===== src/source/dmni_pkg.sv =====
// DMA shared definitions

package dmni_pkg;

    //////////////////////////////////////////////////
    // Word geometry
    //////////////////////////////////////////////////

    // Flit and memory word share one width
    localparam int WORD_W = 32;

    // Address and byte-count step per word
    localparam int WORD_BYTES = WORD_W / 8;

    //////////////////////////////////////////////////
    // Datapath types
    //////////////////////////////////////////////////

    typedef logic [WORD_W-1:0] word_t;

    // Byte address into memory
    typedef logic [WORD_W-1:0] addr_t;

    // Word count of a buffer or segment
    typedef logic [WORD_W-1:0] size_t;

    // One write enable per byte lane
    typedef logic [WORD_BYTES-1:0] byte_en_t;

    //////////////////////////////////////////////////
    // Memory port ownership
    //////////////////////////////////////////////////

    typedef enum logic [1:0] {
        GRANT_NONE    = 2'd0,
        GRANT_SEND    = 2'd1,
        GRANT_RECEIVE = 2'd2
    } grant_e;

endpackage


===== src/source/dma_mem_arbiter.sv =====
// DMA memory port arbiter

module dma_mem_arbiter #(
    parameter int unsigned SliceBits = 4
) (
    input  logic               clk_i,
    input  logic               rst_ni,
    // Requests
    input  logic               rcv_req_i,
    input  logic               snd_req_i,
    // Engine memory requests
    input  logic               rcv_en_i,
    input  dmni_pkg::byte_en_t rcv_we_i,
    input  dmni_pkg::addr_t    rcv_addr_i,
    input  logic               snd_en_i,
    input  dmni_pkg::addr_t    snd_addr_i,
    output dmni_pkg::grant_e   grant_o,
    // Memory port
    output logic               mem_en_o,
    output dmni_pkg::byte_en_t mem_we_o,
    output dmni_pkg::addr_t    mem_addr_o
);
    import dmni_pkg::*;

    grant_e               grant_q;
    grant_e               grant_d;
    grant_e               other;
    logic                 owner_req;
    logic                 other_req;
    logic [SliceBits-1:0] timer_q;

    //////////////////////////////////////////////////
    // Round robin with time slice
    //////////////////////////////////////////////////

    always_comb begin
        case (grant_q)
            GRANT_SEND: begin
                owner_req = snd_req_i;
                other     = GRANT_RECEIVE;
                other_req = rcv_req_i;
            end
            GRANT_RECEIVE: begin
                owner_req = rcv_req_i;
                other     = GRANT_SEND;
                other_req = snd_req_i;
            end
            default: begin
                owner_req = 1'b0;
                other     = GRANT_SEND;
                other_req = snd_req_i;
            end
        endcase
    end

    always_comb begin
        grant_d = grant_q;
        if (!rcv_req_i && !snd_req_i) begin
            grant_d = GRANT_NONE;
        end else if (other_req && (!owner_req || timer_q == '0)) begin
            grant_d = other;
        end else if (!owner_req) begin
            // Idle port, only receive asking
            grant_d = GRANT_RECEIVE;
        end
    end

    // Slice restarts whenever the owner lets go
    always_ff @(posedge clk_i or negedge rst_ni) begin
        if (!rst_ni) begin
            grant_q <= GRANT_NONE;
            timer_q <= '1;
        end else begin
            grant_q <= grant_d;
            timer_q <= owner_req ? timer_q - SliceBits'(1) : '1;
        end
    end

    assign grant_o = grant_q;

    // Memory port mux, writes come from receive only
    always_comb begin
        case (grant_q)
            GRANT_SEND: begin
                mem_en_o   = snd_en_i;
                mem_we_o   = '0;
                mem_addr_o = snd_addr_i;
            end
            GRANT_RECEIVE: begin
                mem_en_o   = rcv_en_i;
                mem_we_o   = rcv_we_i;
                mem_addr_o = rcv_addr_i;
            end
            default: begin
                mem_en_o   = 1'b0;
                mem_we_o   = '0;
                mem_addr_o = '0;
            end
        endcase
    end

endmodule


===== src/source/dma_receive.sv =====
// DMA receive engine

module dma_receive (
    input  logic               clk_i,
    input  logic               rst_ni,
    // NoC receive side
    input  logic               rx_i,
    input  logic               eop_i,
    input  dmni_pkg::word_t    flit_i,
    output logic               credit_o,
    // Software configuration
    input  logic               start_rcv_i,
    input  dmni_pkg::size_t    size_i,
    input  dmni_pkg::addr_t    addr_i,
    input  dmni_pkg::grant_e   grant_i,
    output dmni_pkg::word_t    rcv_header_o,
    output logic               rcv_available_o,
    output logic               rcv_active_o,
    output dmni_pkg::size_t    received_bytes_o,
    // Memory request
    output logic               mem_en_o,
    output dmni_pkg::byte_en_t mem_we_o,
    output dmni_pkg::addr_t    mem_addr_o
);
    import dmni_pkg::*;

    typedef enum logic [2:0] {
        RCV_HEADER = 3'b001,
        RCV_WAIT   = 3'b010,
        RCV_DATA   = 3'b100
    } rcv_state_e;

    rcv_state_e state_q;
    rcv_state_e state_d;
    addr_t      buf_addr_q;
    size_t      buf_size_q;
    logic       granted;
    logic       accept;
    logic       discard;
    logic       last_word;

    assign granted         = (grant_i == GRANT_RECEIVE);
    assign rcv_available_o = (state_q == RCV_WAIT);
    assign rcv_active_o    = (state_q == RCV_DATA);

    // Header is always taken, payload only while we own the memory
    assign credit_o  = (state_q == RCV_HEADER) || (rcv_active_o && granted);
    assign accept    = rcv_active_o && granted && rx_i;
    assign discard   = (buf_addr_q == '0);
    assign last_word = !discard && (buf_size_q == size_t'(1));

    //////////////////////////////////////////////////
    // Header and buffer
    //////////////////////////////////////////////////

    always_ff @(posedge clk_i) begin
        if (state_q == RCV_HEADER && rx_i) begin
            rcv_header_o <= flit_i;
        end
    end

    // Discarded payload leaves the counters alone until end-of-packet
    always_ff @(posedge clk_i or negedge rst_ni) begin
        if (!rst_ni) begin
            buf_addr_q <= '0;
            buf_size_q <= '0;
        end else if (rcv_available_o) begin
            buf_addr_q <= addr_i;
            buf_size_q <= size_i;
        end else if (accept && !discard) begin
            buf_addr_q <= buf_addr_q + addr_t'(WORD_BYTES);
            buf_size_q <= buf_size_q - size_t'(1);
        end
    end

    //////////////////////////////////////////////////
    // Receive FSM
    //////////////////////////////////////////////////

    always_comb begin
        state_d = state_q;
        case (state_q)
            RCV_HEADER: if (rx_i) state_d = RCV_WAIT;
            RCV_WAIT:   if (start_rcv_i) state_d = RCV_DATA;
            RCV_DATA: begin
                if (accept && eop_i) begin
                    state_d = RCV_HEADER;
                end else if (accept && last_word) begin
                    // Buffer full, wait for software to hand over another
                    state_d = RCV_WAIT;
                end
            end
            default: state_d = RCV_HEADER;
        endcase
    end

    always_ff @(posedge clk_i or negedge rst_ni) begin
        if (!rst_ni) begin
            state_q <= RCV_HEADER;
        end else begin
            state_q <= state_d;
        end
    end

    // Byte count of the current transfer
    always_ff @(posedge clk_i or negedge rst_ni) begin
        if (!rst_ni) begin
            received_bytes_o <= '0;
        end else if (start_rcv_i) begin
            received_bytes_o <= '0;
        end else if (accept) begin
            received_bytes_o <= received_bytes_o + size_t'(WORD_BYTES);
        end
    end

    // Flit is written in the cycle it is accepted
    assign mem_en_o   = accept && !discard;
    assign mem_we_o   = {WORD_BYTES{mem_en_o}};
    assign mem_addr_o = buf_addr_q;

endmodule


===== src/source/dma_send.sv =====
// DMA send engine

module dma_send (
    input  logic             clk_i,
    input  logic             rst_ni,
    // NoC send side
    input  logic             credit_i,
    output logic             tx_o,
    output logic             eop_o,
    // Software configuration
    input  logic             start_snd_i,
    input  dmni_pkg::size_t  size_i,
    input  dmni_pkg::size_t  size_2_i,
    input  dmni_pkg::addr_t  addr_i,
    input  dmni_pkg::addr_t  addr_2_i,
    input  dmni_pkg::grant_e grant_i,
    output logic             snd_active_o,
    // Memory request
    output logic             mem_en_o,
    output dmni_pkg::addr_t  mem_addr_o
);
    import dmni_pkg::*;

    typedef enum logic [3:0] {
        SND_IDLE    = 4'b0001,
        SND_PRELOAD = 4'b0010,
        SND_DATA    = 4'b0100,
        SND_STOP    = 4'b1000
    } snd_state_e;

    snd_state_e state_q;
    snd_state_e state_d;

    // Live segment counters
    addr_t addr_q;
    addr_t addr_2_q;
    size_t size_q;
    size_t size_2_q;

    // Counters as they stood before the last read was issued
    addr_t addr_s;
    addr_t addr_2_s;
    size_t size_s;
    size_t size_2_s;

    logic  can_send;
    logic  issue;
    logic  rollback;
    logic  last_word;

    assign can_send = credit_i && (grant_i == GRANT_SEND);
    assign issue    = can_send && (state_q inside {SND_PRELOAD, SND_DATA});

    // A flit is on the bus in DATA and STOP, and a drop there loses it
    assign rollback = !can_send && (state_q inside {SND_DATA, SND_STOP});

    // True when the read about to be issued fetches the final word
    assign last_word = ((size_q == size_t'(1)) && (size_2_q == '0))
                    || ((size_q == '0) && (size_2_q == size_t'(1)));

    //////////////////////////////////////////////////
    // Segment counters and rollback
    //////////////////////////////////////////////////

    always_ff @(posedge clk_i or negedge rst_ni) begin
        if (!rst_ni) begin
            addr_q   <= '0;
            addr_2_q <= '0;
            size_q   <= '0;
            size_2_q <= '0;
        end else if (state_q == SND_IDLE) begin
            addr_q   <= addr_i;
            addr_2_q <= addr_2_i;
            size_q   <= size_i;
            size_2_q <= size_2_i;
        end else if (issue) begin
            if (size_q != '0) begin
                addr_q <= addr_q + addr_t'(WORD_BYTES);
                size_q <= size_q - size_t'(1);
            end else if (size_2_q != '0) begin
                addr_2_q <= addr_2_q + addr_t'(WORD_BYTES);
                size_2_q <= size_2_q - size_t'(1);
            end
        end else if (rollback) begin
            addr_q   <= addr_s;
            addr_2_q <= addr_2_s;
            size_q   <= size_s;
            size_2_q <= size_2_s;
        end
    end

    always_ff @(posedge clk_i) begin
        if (issue) begin
            addr_s   <= addr_q;
            addr_2_s <= addr_2_q;
            size_s   <= size_q;
            size_2_s <= size_2_q;
        end
    end

    //////////////////////////////////////////////////
    // Send FSM
    //////////////////////////////////////////////////

    always_comb begin
        state_d = state_q;
        case (state_q)
            SND_IDLE: begin
                if (start_snd_i) begin
                    state_d = SND_PRELOAD;
                end
            end
            SND_PRELOAD, SND_DATA: begin
                if (!can_send) begin
                    state_d = SND_PRELOAD;
                end else if (last_word) begin
                    state_d = SND_STOP;
                end else begin
                    state_d = SND_DATA;
                end
            end
            SND_STOP: begin
                // Last flit refused, fetch it again
                state_d = can_send ? SND_IDLE : SND_PRELOAD;
            end
            default: state_d = SND_IDLE;
        endcase
    end

    always_ff @(posedge clk_i or negedge rst_ni) begin
        if (!rst_ni) begin
            state_q <= SND_IDLE;
        end else begin
            state_q <= state_d;
        end
    end

    assign tx_o         = (state_q inside {SND_DATA, SND_STOP}) && (grant_i == GRANT_SEND);
    assign eop_o        = (state_q == SND_STOP);
    assign snd_active_o = (state_q != SND_IDLE);

    // Segment one drains first
    assign mem_en_o   = issue;
    assign mem_addr_o = (size_q != '0) ? addr_q : addr_2_q;

endmodule


===== src/source/dmni_dma.sv =====
// DMNI DMA engine top level

module dmni_dma #(
    parameter int unsigned SliceBits = 4
) (
    input  logic               clk_i,
    input  logic               rst_ni,
    // NoC receive side
    input  logic               rx_i,
    input  logic               eop_i,
    input  dmni_pkg::word_t    flit_i,
    output logic               credit_o,
    // NoC send side
    output logic               tx_o,
    output logic               eop_o,
    input  logic               credit_i,
    output dmni_pkg::word_t    flit_o,
    // Memory port
    output logic               mem_en_o,
    output dmni_pkg::byte_en_t mem_we_o,
    output dmni_pkg::addr_t    mem_addr_o,
    output dmni_pkg::word_t    mem_data_o,
    input  dmni_pkg::word_t    mem_data_i,
    // Software configuration
    input  logic               start_rcv_i,
    input  logic               start_snd_i,
    input  dmni_pkg::size_t    size_i,
    input  dmni_pkg::size_t    size_2_i,
    input  dmni_pkg::addr_t    addr_i,
    input  dmni_pkg::addr_t    addr_2_i,
    output dmni_pkg::word_t    rcv_header_o,
    output logic               rcv_available_o,
    output logic               rcv_active_o,
    output logic               snd_active_o,
    output dmni_pkg::size_t    received_bytes_o
);
    import dmni_pkg::*;

    grant_e   grant;
    logic     rcv_mem_en;
    byte_en_t rcv_mem_we;
    addr_t    rcv_mem_addr;
    logic     snd_mem_en;
    addr_t    snd_mem_addr;

    //////////////////////////////////////////////////
    // Engines
    //////////////////////////////////////////////////

    dma_receive u_receive (
        .clk_i            (clk_i),
        .rst_ni           (rst_ni),
        .rx_i             (rx_i),
        .eop_i            (eop_i),
        .flit_i           (flit_i),
        .credit_o         (credit_o),
        .start_rcv_i      (start_rcv_i),
        .size_i           (size_i),
        .addr_i           (addr_i),
        .grant_i          (grant),
        .rcv_header_o     (rcv_header_o),
        .rcv_available_o  (rcv_available_o),
        .rcv_active_o     (rcv_active_o),
        .received_bytes_o (received_bytes_o),
        .mem_en_o         (rcv_mem_en),
        .mem_we_o         (rcv_mem_we),
        .mem_addr_o       (rcv_mem_addr)
    );

    dma_send u_send (
        .clk_i        (clk_i),
        .rst_ni       (rst_ni),
        .credit_i     (credit_i),
        .tx_o         (tx_o),
        .eop_o        (eop_o),
        .start_snd_i  (start_snd_i),
        .size_i       (size_i),
        .size_2_i     (size_2_i),
        .addr_i       (addr_i),
        .addr_2_i     (addr_2_i),
        .grant_i      (grant),
        .snd_active_o (snd_active_o),
        .mem_en_o     (snd_mem_en),
        .mem_addr_o   (snd_mem_addr)
    );

    // Active flags double as memory requests
    dma_mem_arbiter #(
        .SliceBits (SliceBits)
    ) u_arbiter (
        .clk_i      (clk_i),
        .rst_ni     (rst_ni),
        .rcv_req_i  (rcv_active_o),
        .snd_req_i  (snd_active_o),
        .rcv_en_i   (rcv_mem_en),
        .rcv_we_i   (rcv_mem_we),
        .rcv_addr_i (rcv_mem_addr),
        .snd_en_i   (snd_mem_en),
        .snd_addr_i (snd_mem_addr),
        .grant_o    (grant),
        .mem_en_o   (mem_en_o),
        .mem_we_o   (mem_we_o),
        .mem_addr_o (mem_addr_o)
    );

    // Payload goes straight between NoC and memory
    assign mem_data_o = flit_i;
    assign flit_o     = mem_data_i;

endmodule


===== config.mk =====
export PLATFORM = sky130hd
export DESIGN_NAME = dmni_dma
export DESIGN_NICKNAME = d
export VERILOG_FILES = /design/src/source/dmni_pkg.sv /design/src/source/dma_mem_arbiter.sv /design/src/source/dma_receive.sv /design/src/source/dma_send.sv /design/src/source/dmni_dma.sv
export SDC_FILE = /design/constraint.sdc
export NUM_CORES = 1
export LEC_CHECK = 0
export BUFFER_PORTS_ARGS = -buffer_cell sky130_fd_sc_hd__buf_2
export CAP_MARGIN = 20
export CORE_MARGIN = 2
export CORE_UTILIZATION = 60
export CTS_BUF_LIST = sky130_fd_sc_hd__clkbuf_2
export DETAILED_ROUTE_END_ITERATION = 8
export GPL_ROUTABILITY_DRIVEN = 0
export PLACE_DENSITY_LB_ADDON = 0.3
export SLEW_MARGIN = 0
export SYNTH_ARGS = -nofsm -noshare
export SYNTH_HDL_FRONTEND = slang
export SYNTH_SLANG_ARGS = --single-unit

===== constraint.sdc =====
create_clock -name clk_i -period 5.63 [get_ports clk_i]
set_input_delay 0.8445 -clock clk_i [delete_from_list [all_inputs] [get_ports clk_i]]
set_output_delay 0.8445 -clock clk_i [all_outputs]
set_load 0.02 [all_outputs]

==> flow_metrics.env, run 1 <==
export IMPL_path_cells="nor4_2 -> and3_1 -> nand4_1 -> buf_4 -> nor2_1 -> a21oi_1 -> o21ai_0 -> buf_2"
export IMPL_peakVddDrop_mv=0.2761
export IMPL_portBuffers=303
export IMPL_post_route_drc_count=0
export IMPL_synth_top_family_by_area="compound AO/OA/AOI/OAI gates"
export IMPL_rr_startpoint="u_arbiter.grant_o[1]"
export IMPL_mostFrequentLayoutCells="302 x buf_2, 229 x dfrtp_1, 227 x nand2_1, 203 x nor2_1, 184 x o21ai_0"
export IMPL_clock_skew_final_ns=0.1103
export IMPL_regToRegSetupSlack_ns=1.95
export IMPL_crit_start="u_send.size_q[5]"
export IMPL_place_inst=2763
export IMPL_cts_buffer_depth=3
export IMPL_grt_start_max_net_pins=146
export IMPL_wirelength_um=65170
export IMPL_power_mw=11.93
export IMPL_multiInputGateArea_sq_mm=0.009077
export IMPL_ant_nets=0
export IMPL_dr_pass1_iters=8
export IMPL_syn_to_final_growth_pct=12.67
export IMPL_critPathMaxFanout=41
export IMPL_seq_area_frac_synth_pct=51.01
export IMPL_endpoint_kind="output pin"
export IMPL_path_clk_slew_ns=0.11
export IMPL_chipWidth_um=190.9
export IMPL_syn_inst=2195
export IMPL_antenna_found_initial=9
export IMPL_setup_tns_ns=0
export IMPL_drtIter0Drc=2545
export IMPL_grt_pass1_vias=18247
export IMPL_period_minus_slack_ns=4.936
export IMPL_synthXorXnorAreaFrac_pct=3.259
export IMPL_viasPerCell=6.496
export IMPL_die_h_um=190.9
export IMPL_worst_skew_pair_late_latency_ns=1.07
export IMPL_cts_resized=0
export IMPL_final_common_cell="buf_2"
export IMPL_synth_edff_count=160
export IMPL_rows=68
export IMPL_dpl_instance_area_sq_mm=0.02224
export IMPL_reg2reg_depth=9
export IMPL_ys_warn_count=0
export IMPL_clock_sinks=395
export IMPL_cts_setup_buffers=0
export IMPL_tightest_slew_ns=1.159
export IMPL_grtUsageTotal_pct=35.31
export IMPL_period_share_pct=87.67
export IMPL_required_ns=4.79
export IMPL_layout_drive_gt1_share_pct=21.71
export IMPL_wl_per_cell_um=21.70
export IMPL_cap_violations=0
export IMPL_fin_nets=2665
export IMPL_yosys_top_cells_area="dfrtp_1 27%, edfxtp_1 23%, o21ai_0 4.4%"
export IMPL_outcome="finished clean"
export IMPL_synth_top_area_cell="dfrtp_1"
export IMPL_timing_fmax_mhz=202.6
export IMPL_finalNonFillerCells=3003
export IMPL_final_cell_area_sq_mm=0.02362
export IMPL_root_buffer="clkbuf_2"
export IMPL_yosysTopAreaCellShare_pct=27.34
export IMPL_holdWs_ns=0.06240
export IMPL_vias=19508
export IMPL_crit_slowest_cell="nor4_2"
export IMPL_synth_area_sq_mm=0.02096
export IMPL_async_reset_ff_share_pct=59.49
export IMPL_synth_mux_area_share_pct=1.433
export IMPL_synth_simple_area_share_pct=18.04
export IMPL_layout_area_seq_sq_mm=0.01069
export IMPL_synth_fa_ha_area_share_pct=0.8954
export IMPL_final_hold_viol_count=0
export IMPL_powerDensity_mw_per_mm2=505.0
export IMPL_final_setup_viol_count=0
export IMPL_avgSynthCellArea_sq_um=9.550
export IMPL_grt_pass1_wl_um=100400
export IMPL_cts_tree="yes"
export IMPL_maxSlewHeadroom_pct=22.76
export IMPL_dieArea_sq_mm=0.03645
export IMPL_critPathKind="register to output pin"
export IMPL_pre_cts_slack_ns=1.898
export IMPL_ys_types=83
export IMPL_critical_path_startpoint_type="register"
export IMPL_grt_overflow=0
export IMPL_grt_setup_unrepaired="no"
export IMPL_cts_buffers=102
export IMPL_synth_seq_cells=395
export IMPL_synth_compound_area_share_pct=19.37
export IMPL_setup_slack_ns=0.6943
export IMPL_drv_slew=0
export IMPL_p_leak_nw=9.799
export IMPL_initial_core_util_pct=60.83
export IMPL_hpwl_um=43490
export IMPL_r2r_end="u_send.size_q[30]"
export IMPL_cts_htree_levels=3
export IMPL_max_stage_delay_ns=0.68
export IMPL_ioPinCount=370
export IMPL_cp_data_arrival_time_ns=4.09
export IMPL_ys_flop_type="dfrtp_1"
export IMPL_hp_class="input pin to register"
export IMPL_crit_end="mem_addr_o[29]"
export IMPL_core_area_sq_mm=0.03446
export IMPL_nFillCells=2745
export IMPL_fin_util_pct=68.54
==> final cells by class <==
type	count	area share (%)
Antenna cell	10	0.1060
Clock buffer	177	3.751
Clock inverter	14	0.3338
Inverter	37	0.6252
Multi-Input combinational cell	1551	38.44
Sequential cell	395	45.28
Tap cell	455	2.411
Timing Repair Buffer	364	9.060
==> critical path: cells and delay by family (launching register included) <==
kind	cells	cell delay (ns)
simple gates	4	1.42
buf+inv	2	0.60
flops	1	0.47
compound gates	2	0.58
==> kinds of logic (layout without fill, tap and decap cells) <==
logic type                 Yosys count  count (layout)
other                                1              12
muxes                               30              30
buffers and inverters              250             592
and+or+nand+nor                    772             772
adders and majority gates           15              15
AOI/OAI and AO/OA                  654             654
xor gates and xnor gates            78              78
DFF                                395             395
==> power breakdown <==
part / internal [mW] / leakage, nW / switching (mW)
Clock: 0.854 / 0.775 / 1.21
Sequential: 3.99 / 4.30 / 1.22
Combinational: 1.68 / 4.72 / 2.97
Total: 6.52 / 9.80 / 5.40
==> registers in the layout, indices dropped and copies added, names as in the netlist <==
signal	cells
u_send.addr_2_q	32
u_arbiter.grant_o	2
u_send.addr_s	32
u_send.addr_2_s	32
u_receive.buf_size_q	32
u_arbiter.timer_q	4
u_receive.state_q	3
u_receive.received_bytes_o	30
u_send.size_s	32
u_send.size_2_q	32
u_send.size_q	32
u_send.state_q	4
u_send.addr_q	32
u_send.size_2_s	32
u_receive.rcv_header_o	32
u_receive.mem_addr_o	32
==> synthesized netlist by cell type (34+ instances only) <==
master / n
a31oi_1: 52
xnor2_1: 34
nand2_1: 227
clkbuf_1: 106
xor2_1: 44
nand3_1: 78
o21ai_0: 184
buf_4: 70
edfxtp_1: 160
nand4_1: 48
inv_1: 34
nor2_1: 204
nor3_1: 62
a21oi_1: 181
dfrtp_1: 229
==> how the worst min path moves through the flow <==
stage	from	to	slack (ns)	cells after the start
floorplan	u_send.addr_2_q[12]	u_send.addr_2_s[12]	0.42	0
global placement	u_arbiter.timer_q[0]	u_arbiter.timer_q[0]	0.44	1
detailed placement	u_arbiter.timer_q[0]	u_arbiter.timer_q[0]	0.45	1
CTS	addr_2_i[3]	u_send.addr_2_q[3]	0.005	3
global route	addr_i[23]	u_receive.mem_addr_o[23]	0.01	3
finish	addr_i[4]	u_receive.mem_addr_o[4]	0.06	3
==> metal layers <==
| layer | routed length, um | track usage [%] | share of wire, % |
|---|---|---|---|
| met5 | 9 | 0 | 0.014 |
| met4 | 2819 | 16.40 | 4.3 |
| met3 | 7932 | 9.730 | 12 |
| met2 | 29180 | 53.36 | 45 |
| met1 | 25230 | 47.49 | 39 |
==> timing repair <==
action	4_1_cts	5_1_grt
endpoints found under the setup margin	0	0
endpoints found under the hold margin	137	0
hold buffers	39	0
(Power assumes the default switching activity.)
==> inputs of run 2 (changes only) <==
--- a/config.mk
+++ b/config.mk
@@ -10,9 +10,11 @@
 export CORE_MARGIN = 2
 export CORE_UTILIZATION = 60
 export CTS_BUF_LIST = sky130_fd_sc_hd__clkbuf_2
+export CTS_CLUSTER_SIZE = 8
 export DETAILED_ROUTE_END_ITERATION = 8
 export GPL_ROUTABILITY_DRIVEN = 0
-export PLACE_DENSITY_LB_ADDON = 0.3
+export MAX_ROUTING_LAYER = met4
+export PLACE_DENSITY = 0.85
 export SLEW_MARGIN = 0
 export SYNTH_ARGS = -nofsm -noshare
 export SYNTH_HDL_FRONTEND = slang
==> flow_metrics.env, run 2 (synthesis gave the netlist of run 1 again) <==
export IMPL_grt_pass1_vias=18202
export IMPL_cp_data_arrival_time_ns=3.98
export IMPL_worst_skew_pair_late_latency_ns=1.04
export IMPL_cts_setup_buffers=0
export IMPL_finalNonFillerCells=2990
export IMPL_ctsHoldBuffers=30
export IMPL_cts_buffers=102
export IMPL_syn_to_final_growth_pct=11.82
export IMPL_final_setup_viol_count=0
export IMPL_grt_start_max_net_pins=201
export IMPL_grtUsageTotal_pct=37.47
export IMPL_dr_pass1_iters=6
export IMPL_cts_buffer_depth=3
export IMPL_p_leak_nw=9.689
export IMPL_viasPerCell=6.568
export IMPL_layout_drive_gt1_share_pct=21.37
export IMPL_drtIter0Drc=3185
export IMPL_critPathKind="register to output pin"
export IMPL_antenna_found_initial=9
export IMPL_grt_pass1_wl_um=102600
export IMPL_place_inst=2761
export IMPL_clock_skew_final_ns=0.08891
export IMPL_cts_htree_levels=3
export IMPL_initial_core_util_pct=60.83
export IMPL_wl_per_cell_um=22.48
export IMPL_grt_setup_unrepaired="no"
export IMPL_hp_class="input pin to register"
export IMPL_cts_tree="yes"
export IMPL_crit_slowest_cell="nor4_1"
export IMPL_cp_num_buf_inv=2
export IMPL_tightest_slew_ns=1.144
export IMPL_critical_path_startpoint_type="register"
export IMPL_path_clk_slew_ns=0.11
export IMPL_wirelength_um=67220
export IMPL_period_share_pct=85.65
export IMPL_crit_start="u_send.size_q[21]"
export IMPL_grt_overflow=0
export IMPL_required_ns=4.79
export IMPL_portBuffers=303
export IMPL_dieArea_sq_mm=0.03645
export IMPL_crit_family="simple AND/OR/NAND/NOR gates"
export IMPL_mostFrequentLayoutCells="302 x buf_2, 229 x dfrtp_1, 227 x nand2_1, 204 x nor2_1, 184 x o21ai_0"
export IMPL_setup_tns_ns=0
export IMPL_drv_slew=0
export IMPL_path_cells="nor4_1 -> and4bb_2 -> nand4_1 -> buf_4 -> nor2_1 -> a21oi_1 -> o21ai_0 -> buf_2"
export IMPL_final_hold_viol_count=0
export IMPL_vias=19637
export IMPL_root_buffer="clkbuf_2"
export IMPL_final_common_cell="buf_2"
export IMPL_clock_sinks=395
export IMPL_peakVddDrop_mv=0.3190
export IMPL_period_minus_slack_ns=4.822
export IMPL_ant_nets=0
export IMPL_hpwl_um=44790
export IMPL_powerDensity_mw_per_mm2=507.2
export IMPL_rows=68
export IMPL_chipWidth_um=190.9
export IMPL_timing_fmax_mhz=207.4
export IMPL_outcome="finished clean"
export IMPL_max_stage_delay_ns=0.67
export IMPL_endpoint_kind="output pin"
export IMPL_cap_violations=0
export IMPL_ioPinCount=370
export IMPL_core_area_sq_mm=0.03446
export IMPL_fin_nets=2654
export IMPL_die_h_um=190.9
export IMPL_post_route_drc_count=0
export IMPL_rr_startpoint="u_arbiter.grant_o[1]"
export IMPL_hold_start="flit_i[31]"
export IMPL_critPathMaxFanout=41
export IMPL_maxSlewHeadroom_pct=23.76
export IMPL_nFillCells=2641
export IMPL_cts_resized=0
==> run 2: cell count changes in the layout (fill, tap and decap cells not counted), moves of 2 or more <==
cell           delta
clkbuf_2         -13
clkinv_1          +9
clkinvlp_4        +3
diode_2           -2
dlygate4sd3_1     -9
==> run 2: worst paths after layout <==
check | end | slack [ns] | depth (start not counted)
min reg2reg | u_arbiter.timer_q[0] | 0.46 | 1
max in group asynchronous | u_send.addr_2_q[5] | 3.85 | 3
max reg2reg | u_send.addr_2_q[27] | 1.61 | 10
min in group asynchronous | u_receive.received_bytes_o[18] | 0.51 | 2
max | mem_addr_o[28] | 0.81 | 8
min | u_receive.rcv_header_o[31] | 0.07 | 1
==> run 2: power by group <==
group,switching (mW),internal (mW),total [mW],leakage [nW]
clock,1.25,0.768,2.02,0.730
sequential,1.20,3.99,5.18,4.30
combinational,3.03,1.66,4.69,4.66
total,5.47,6.42,11.9,9.69
==> run 2: cell type report <==
cell class | instances | area (sq um) | area share, %
clock buffers | 164 | 820.8 | 3.502
diodes | 8 | 20.02 | 0.08541
inverters | 37 | 147.6 | 0.6299
multi-input cells | 1551 | 9074 | 38.71
flip-flops and latches | 395 | 10690 | 45.62
clock inverters | 27 | 113.9 | 0.4857
well taps | 455 | 569.3 | 2.429
repair buffers | 353 | 2002 | 8.541
==> run 2: worst register-to-register path: stages (launching register included) <==
cell,delay [ns]
dfrtp_1,0.39
inv_1,0.08
ha_1,0.30
nand2_1,0.13
or4_4,0.81
inv_8,0.61
buf_12,0.66
and2_1,0.47
a31oi_1,0.10
o21ai_1,0.18
o41ai_2,0.10
==> run 2: layer usage <==
| layer | share of wire [%] | vias to the layer above | global-route usage, % |
|---|---|---|---|
| li1 | - | 8630 | - |
| met1 | 37 | 9295 | 48.26 |
| met2 | 45 | 1462 | 53.93 |
| met3 | 13 | 250 | 10.52 |
| met4 | 5.6 | 0 | 19.92 |
| met5 | 0 | - | - |
==> run 2: through the flow <==
step           instance area, sq um  worst slack [ns]  hold WS, ns  utilization (%)  total power [mW]
2_1_floorplan                 20970             1.648       0.4196                -             8.171
3_3_place_gp                  22190             1.661       0.4373            64.38             9.436
3_5_place_dp                  22190             1.577       0.4397            64.38             9.719
4_1_cts                       23420            0.8999     0.003060            67.97             11.73
5_1_grt                       23440            0.6089     0.001003            68.02             12.60
6_report                      23440            0.8080      0.06863            68.02             11.89
